**config.mk**
```make
export PLATFORM = sky130hd
export DESIGN_NAME = memLane_flat
export DESIGN_NICKNAME = d
export VERILOG_FILES = /design/src/hdl/laneTypesPkg.sv /design/src/hdl/laneBus.sv /design/src/hdl/memLane.sv /design/src/flat_wrapper.sv
export VERILOG_INCLUDE_DIRS = /design/src /design/src/hdl
export SDC_FILE = /design/constraint.sdc
export NUM_CORES = 2
export LEC_CHECK = 0
export BUFFER_PORTS_ARGS = -buffer_cell sky130_fd_sc_hd__buf_2
export CAP_MARGIN = 20
export CELL_PAD_IN_SITES_DETAIL_PLACEMENT = 1
export CELL_PAD_IN_SITES_GLOBAL_PLACEMENT = 1
export CORE_UTILIZATION = 46
export CTS_CLUSTER_DIAMETER = 80
export DETAILED_ROUTE_END_ITERATION = 10
export PLACE_DENSITY = 0.76
export REMOVE_ABC_BUFFERS = 1
export SETUP_SLACK_MARGIN = 0.02
export SYNTH_ARGS = -nofsm -noshare
export SYNTH_HDL_FRONTEND = slang
export SYNTH_SLANG_ARGS = --single-unit
```
**constraint.sdc**
```tcl
create_clock -name clk -period 4.23 [get_ports clk]
set_clock_uncertainty 0.2 [all_clocks]
set_input_delay 0.6345 -clock clk [delete_from_list [all_inputs] [get_ports clk]]
set_output_delay 0.6345 -clock clk [all_outputs]
set_load 0.03 [all_outputs]
```
**src/hdl/dataMem_consts.svh**
```systemverilog
// Data memory sizing constants
// Lane count, depth in words and the word-index width that follows from it

`ifndef DATAMEM_CONSTS_SVH
`define DATAMEM_CONSTS_SVH

// ------------------------------
// Geometry
// ------------------------------
`define DM_LANES        4           // Byte lanes per 32-bit word
`define DM_DEPTH_WORDS  256         // Words held by each lane

// ------------------------------
// Addressing
// ------------------------------
// Must satisfy 2**DM_INDEX_BITS == DM_DEPTH_WORDS
`define DM_INDEX_BITS   8           // Word-index width, addr[2 +: 8]

`endif

```
**src/hdl/laneTypesPkg.sv**
```systemverilog
// Byte lane types
// Lane data byte and the word index shared by all lanes

`include "dataMem_consts.svh"

package laneTypesPkg;

    // ------------------------------
    // Lane data
    // ------------------------------
    typedef logic [7:0] laneByte_t;                         // One byte of a word

    // ------------------------------
    // Lane addressing
    // ------------------------------
    // Same index goes to every lane, so one word is one row across lanes
    typedef logic [`DM_INDEX_BITS-1:0] wordIndex_t;

endpackage

```
**src/hdl/laneBus.sv**
```systemverilog
// Byte lane bus
// Joins the store steering block, one storage lane and the load extension block

`timescale 1ns/1ps

interface laneBus
    import laneTypesPkg::*;
();

    wordIndex_t index;          // Word row within the lane
    logic       laneWrEn;       // Store this lane's byte at the next edge
    laneByte_t  wrByte;         // Byte to store
    laneByte_t  rdByte;         // Byte currently held at index

    // ------------------------------
    // Views
    // ------------------------------
    modport steer (
        output index,
        output laneWrEn,
        output wrByte
    );

    modport lane (
        input  index,
        input  laneWrEn,
        input  wrByte,
        output rdByte
    );

    modport drain (
        input  rdByte
    );

endinterface

```
**src/hdl/memLane.sv**
```systemverilog
// Byte storage lane
// One byte per word row, written on the clock edge and read combinationally

`timescale 1ns/1ps

`include "dataMem_consts.svh"

module memLane
    import laneTypesPkg::*;
(
    input  logic clk,
    laneBus.lane bus
);

    // ------------------------------
    // Storage
    // ------------------------------
    laneByte_t mem [0:`DM_DEPTH_WORDS-1];   // Contents undefined until written

    always_ff @(posedge clk) begin
        if (bus.laneWrEn) begin
            mem[bus.index] <= bus.wrByte;   // Visible to reads after this edge
        end
    end

    // ------------------------------
    // Read port
    // ------------------------------
    // Same-cycle read of a row being written still sees the old byte
    assign bus.rdByte = mem[bus.index];

endmodule

```
**src/flat_wrapper.sv**
```systemverilog
// flat-port wrapper written by rule: the top's interface ports become plain ports
module memLane_flat import laneTypesPkg::*;
  (clk, bus_index, bus_laneWrEn, bus_wrByte, bus_rdByte);
  laneBus bus_i ();
  input  logic clk;
  input wire logic [$bits(bus_i.index)-1:0] bus_index;
  input wire logic [$bits(bus_i.laneWrEn)-1:0] bus_laneWrEn;
  input wire logic [$bits(bus_i.wrByte)-1:0] bus_wrByte;
  output wire logic [$bits(bus_i.rdByte)-1:0] bus_rdByte;
  assign bus_i.index = bus_index;
  assign bus_i.laneWrEn = bus_laneWrEn;
  assign bus_i.wrByte = bus_wrByte;
  assign bus_rdByte = bus_i.rdByte;
  memLane u_core (.clk(clk), .bus(bus_i));
endmodule
```
Word level (Yosys, flattened, before mapping):

Memory sizes are Yosys's and may differ from the RTL's.
Index checks and enable logic that the tools add are counted.

* add/sub/neg operators: 0
* multiply operators: 0
* div/mod/pow operators: 0
* order comparisons: 0
* eq/ne operators: 0
* shift-type cells: 0
* multiplexer cells: 2
* bitwise gates (word level): 0
* reductions and logical operators: 0

Operators by type and width (count)
* $mux W1: 2

* register bits after elaboration: 0
* bits in latches: 0
* bits in writable memories: 2048
* ROM bits: 0
* output and inout bits: 8
* logic and storage cells: 3
* memories: 1

Memory list
* u_core.mem: depth 256, width 8, read ports 1, clocked after memory_dff 0, write ports 1, line memLane.sv:18 `` laneByte_t mem [0:`DM_DEPTH_WORDS-1]; ``

Longest topological paths before layout:

* word-level depth: 2
* gate-level depth with buffers: 10
* gate-level depth less buffers: 5

Worst setup path before layout:

No wires, ideal clock.

* kind: input to output
* start: input port bus_index[1]
* end: output port bus_rdByte[0]
* arrival time: 2.658 ns
* required time: 3.395 ns
* path slack: 0.738 ns
* stages: 8
* buffers on the path: 3
* path through: buf_2 -> clkbuf_1 -> clkbuf_1 -> mux4_2 -> a22oi_1 -> a21oi_1 -> o41ai_1 -> nand4_1

* word-level cells in the longest chain between the ends: 1

RTL lines
* start: declaration: line flat_wrapper.sv:6 `input wire logic [$bits(bus_i.index)-1:0] bus_index;`
* $mem_v2 Z256 W8
* end: declaration: line flat_wrapper.sv:9 `output wire logic [$bits(bus_i.rdByte)-1:0] bus_rdByte;`

Every way passes these cells.

Worst setup path in the final report:

* start: memory u_core.mem[153][4] in the netlist's numbering
* end: output port bus_rdByte[4]

* word-level cells in the longest chain between the ends: 1

RTL lines (line)
* start: declaration: memLane.sv:18
* $mem_v2 Z256 W8

Every way passes these cells.

==> results.sh <==
export IMPL_postRouteAntennaNets=0
export IMPL_cts_root_buf="clkbuf_16"
export IMPL_grt_pass1_vias=43000
export IMPL_worstHoldStart="bus_wrByte[2]"
export IMPL_worstPathCellList="mux4_2, a22oi_2, a21oi_4, o41ai_4, buf_4, nand4_1, buf_6"
export IMPL_vias=41100
export IMPL_dp_cells=6023
export IMPL_slew_headroom_pct=15.9
export IMPL_critPathKind="flip-flop to output pin"
export IMPL_coreArea_mm2=0.169
export IMPL_slowest_stage="o41ai_4"
export IMPL_layout_drive_gt1_share_pct=35.2
export IMPL_max_vdd_ir_drop_mv=0.433
export IMPL_htree_num_levels=4
export IMPL_avgSynthCellArea_um2=22.1
export IMPL_regMostFlops="u_core.mem"
export IMPL_hpwl_um=130000
export IMPL_finalNetCount=4066
export IMPL_place_ws_ns=-0.703
export IMPL_rsz0062_at_grt="true"
export IMPL_synthToLayoutAreaGrowth_pct=18.3
export IMPL_n_fill_cell=14600
export IMPL_slowest_delay_ns=0.62
export IMPL_dieArea_mm2=0.172
export IMPL_top_regs="u_core.mem x2048"
export IMPL_setup_tns_ns=-0.508
export IMPL_hp_class="input port to flip-flop"
export IMPL_cts_tree="yes"
export IMPL_final_cell_count_no_fill=6434
export IMPL_first_pass_iters=5
export IMPL_internal_power_mw=32.9
export IMPL_setup_violations=8
export IMPL_gp_congestion=0.829
export IMPL_ys_ff_latch=2048
export IMPL_p_sw_mw=9.24
export IMPL_cts_sinks=2048
export IMPL_total_leakage_power_nw=29.1
export IMPL_outcome="finished, violations left"
export IMPL_cpLargestDelayFamily="compound AO/OA/AOI/OAI gates"
export IMPL_ff_latch_area_mm2=0.0615
export IMPL_start_util_pct=46.3
export IMPL_globalRouteTotalUtil_pct=25.6
export IMPL_syn_area_mm2=0.0783
export IMPL_multi_input_area_mm2=0.0167
export IMPL_synth_seq_area_share_pct=78.5
export IMPL_ios=26
export IMPL_die_w_um=415
export IMPL_finalCritPeriodShare_pct=104
export IMPL_max_cap_violations=0
export IMPL_grt_max_degree=137
export IMPL_violations="negative setup slack"
export IMPL_grt_first_pass_wirelength_um=316000
export IMPL_cts_inserted_buffers=198
export IMPL_p_seq_share_pct=53.1
export IMPL_slew_violations=0
export IMPL_yosysWarnings=0
export IMPL_synth_cell_types=21
export IMPL_ys_async_sr_fraction_pct=0
export IMPL_drt_initial_drc_count=5300
export IMPL_routed_wl_um=221000
export IMPL_worst_pin_slew_ns=1.26
export IMPL_crit_fanout=1
export IMPL_crit_required_ns=3.40
export IMPL_end_kind="output pin"
export IMPL_max_freq_ghz=0.228
export IMPL_switching_share_pct=21.9
export IMPL_power_density_mw_per_mm2=455
export IMPL_whs_ns=0.125
export IMPL_fin_crit_ns=4.38
export IMPL_hold_viol_final=0
export IMPL_largest_register_ffs=2048
export IMPL_io_buffers=25
export IMPL_hold_depth=1
export IMPL_mostFrequentLayoutCells="edfxtp_1 (2048), mux4_2 (512), buf_4 (419)"
export IMPL_worstPathArrival_ns=3.55
export IMPL_path_buf_inv=2
export IMPL_synth_edf_count=2048
export IMPL_avgRoutedWirePerCell_um=34.4
export IMPL_holdPathEnd="u_core.mem[222][2]"
export IMPL_path_clk_slew_ns=0.06
export IMPL_finalWorstSetupSlack_ns=-0.152
export IMPL_die_y_um=415
export IMPL_final_common_cell="edfxtp_1"
export IMPL_antenna_found_initial=7
export IMPL_synth_ff_type="edfxtp_1"
export IMPL_grt_overflow_total=0
export IMPL_vias_per_cell=6.39
export IMPL_synthCells=3539
export IMPL_rows=151
export IMPL_cts_buffer_depth=3
export IMPL_drc_errors=0
export IMPL_startpoint_type="flip-flop"
export IMPL_p_clk_share_pct=41.2
export IMPL_p_comb_share_pct=5.6
repair_timing:
action | CTS | global route
hold buffers | 0 | 0
hold endpoints to repair | 0 | 0
setup endpoints to repair | 8 | 8
cloned | 8 | 1
buffers inserted | 14 | 20
pin swaps | 27 | 27
gates resized for setup | 152 | 65
how the worst max path moves through the flow:
stage               depth (start not counted)                  to          startpoint  slack (ns)
floorplan                                   3  u_core.mem[132][0]        bus_index[3]       -3.46
global placement                           11       bus_rdByte[6]        bus_index[0]       -0.70
detailed placement                         11       bus_rdByte[6]        bus_index[0]       -0.70
CTS                                         7       bus_rdByte[4]  u_core.mem[153][4]       -0.08
global route                               11       bus_rdByte[4]        bus_index[1]       -0.12
finish                                      7       bus_rdByte[4]  u_core.mem[153][4]       -0.15
cells in the mapped netlist (15+ instances only):
library cell / instances / area share [%]
edfxtp_1: 2048 / 79
mux4_2: 512 / 15
a22oi_1: 256 / 2.5
nor2_1: 232 / 1.1
clkbuf_1: 137 / 0.66
a21oi_1: 128 / 0.82
buf_2: 42 / 0.27
o41ai_1: 32 / 0.36
nor3_1: 30 / 0.19
nand2_1: 28 / 0.13
buf_1: 24 / 0.12
buf_4: 15 / 0.14
metrics by stage:
step                power, mW  instance area (um^2)  util (%)
floorplan                23.6                 77200         -
global placement         24.9                 84600      50.0
detailed placement       24.9                 84600      50.0
CTS                      42.2                 92100      54.4
global route             43.0                 92600      54.7
finish                   42.1                 92700      54.7
power groups by stage:
stage	sequential, mW	combinational (mW)	clock [mW]
after floorplan	22.8	0.801	0
after global placement	22.8	2.05	0
after detailed placement	22.8	2.12	0
after CTS	22.4	2.30	17.5
after global routing	22.4	2.45	18.2
final	22.4	2.38	17.4
layer usage:
layer  vias up  global-route usage, %  routed length (um)  share of wire, %
met2      2463                   42.4              110000                50
met3       472                   4.88               19600               8.9
met5         -                      0                  30             0.014
met1     22100                   33.8               82600                37
met4         4                   9.65                8970               4.1
li1      16100                      -                   -                 -
layout make-up:
type | instances | share of cell area (%)
Antenna cell | 5 | 0.0135
Clock inverter | 131 | 1.29
Timing Repair Buffer | 541 | 5.78
Sequential cell | 2048 | 66.4
Tap cell | 2218 | 3.00
Clock buffer | 232 | 5.53
Inverter | 1 | 0.00405
Multi-Input combinational cell | 1258 | 18.0
kinds of logic after synthesis:
| family | Yosys count | synth area share [%] |
|---|---|---|
| DFF | 2048 | 78.5 |
| and+or+nand+nor | 330 | 1.74 |
| AOI/OAI and AO/OA | 416 | 3.63 |
| muxes | 512 | 14.7 |
| buffers and inverters | 233 | 1.39 |
Power figures use the tool's default switching activity.
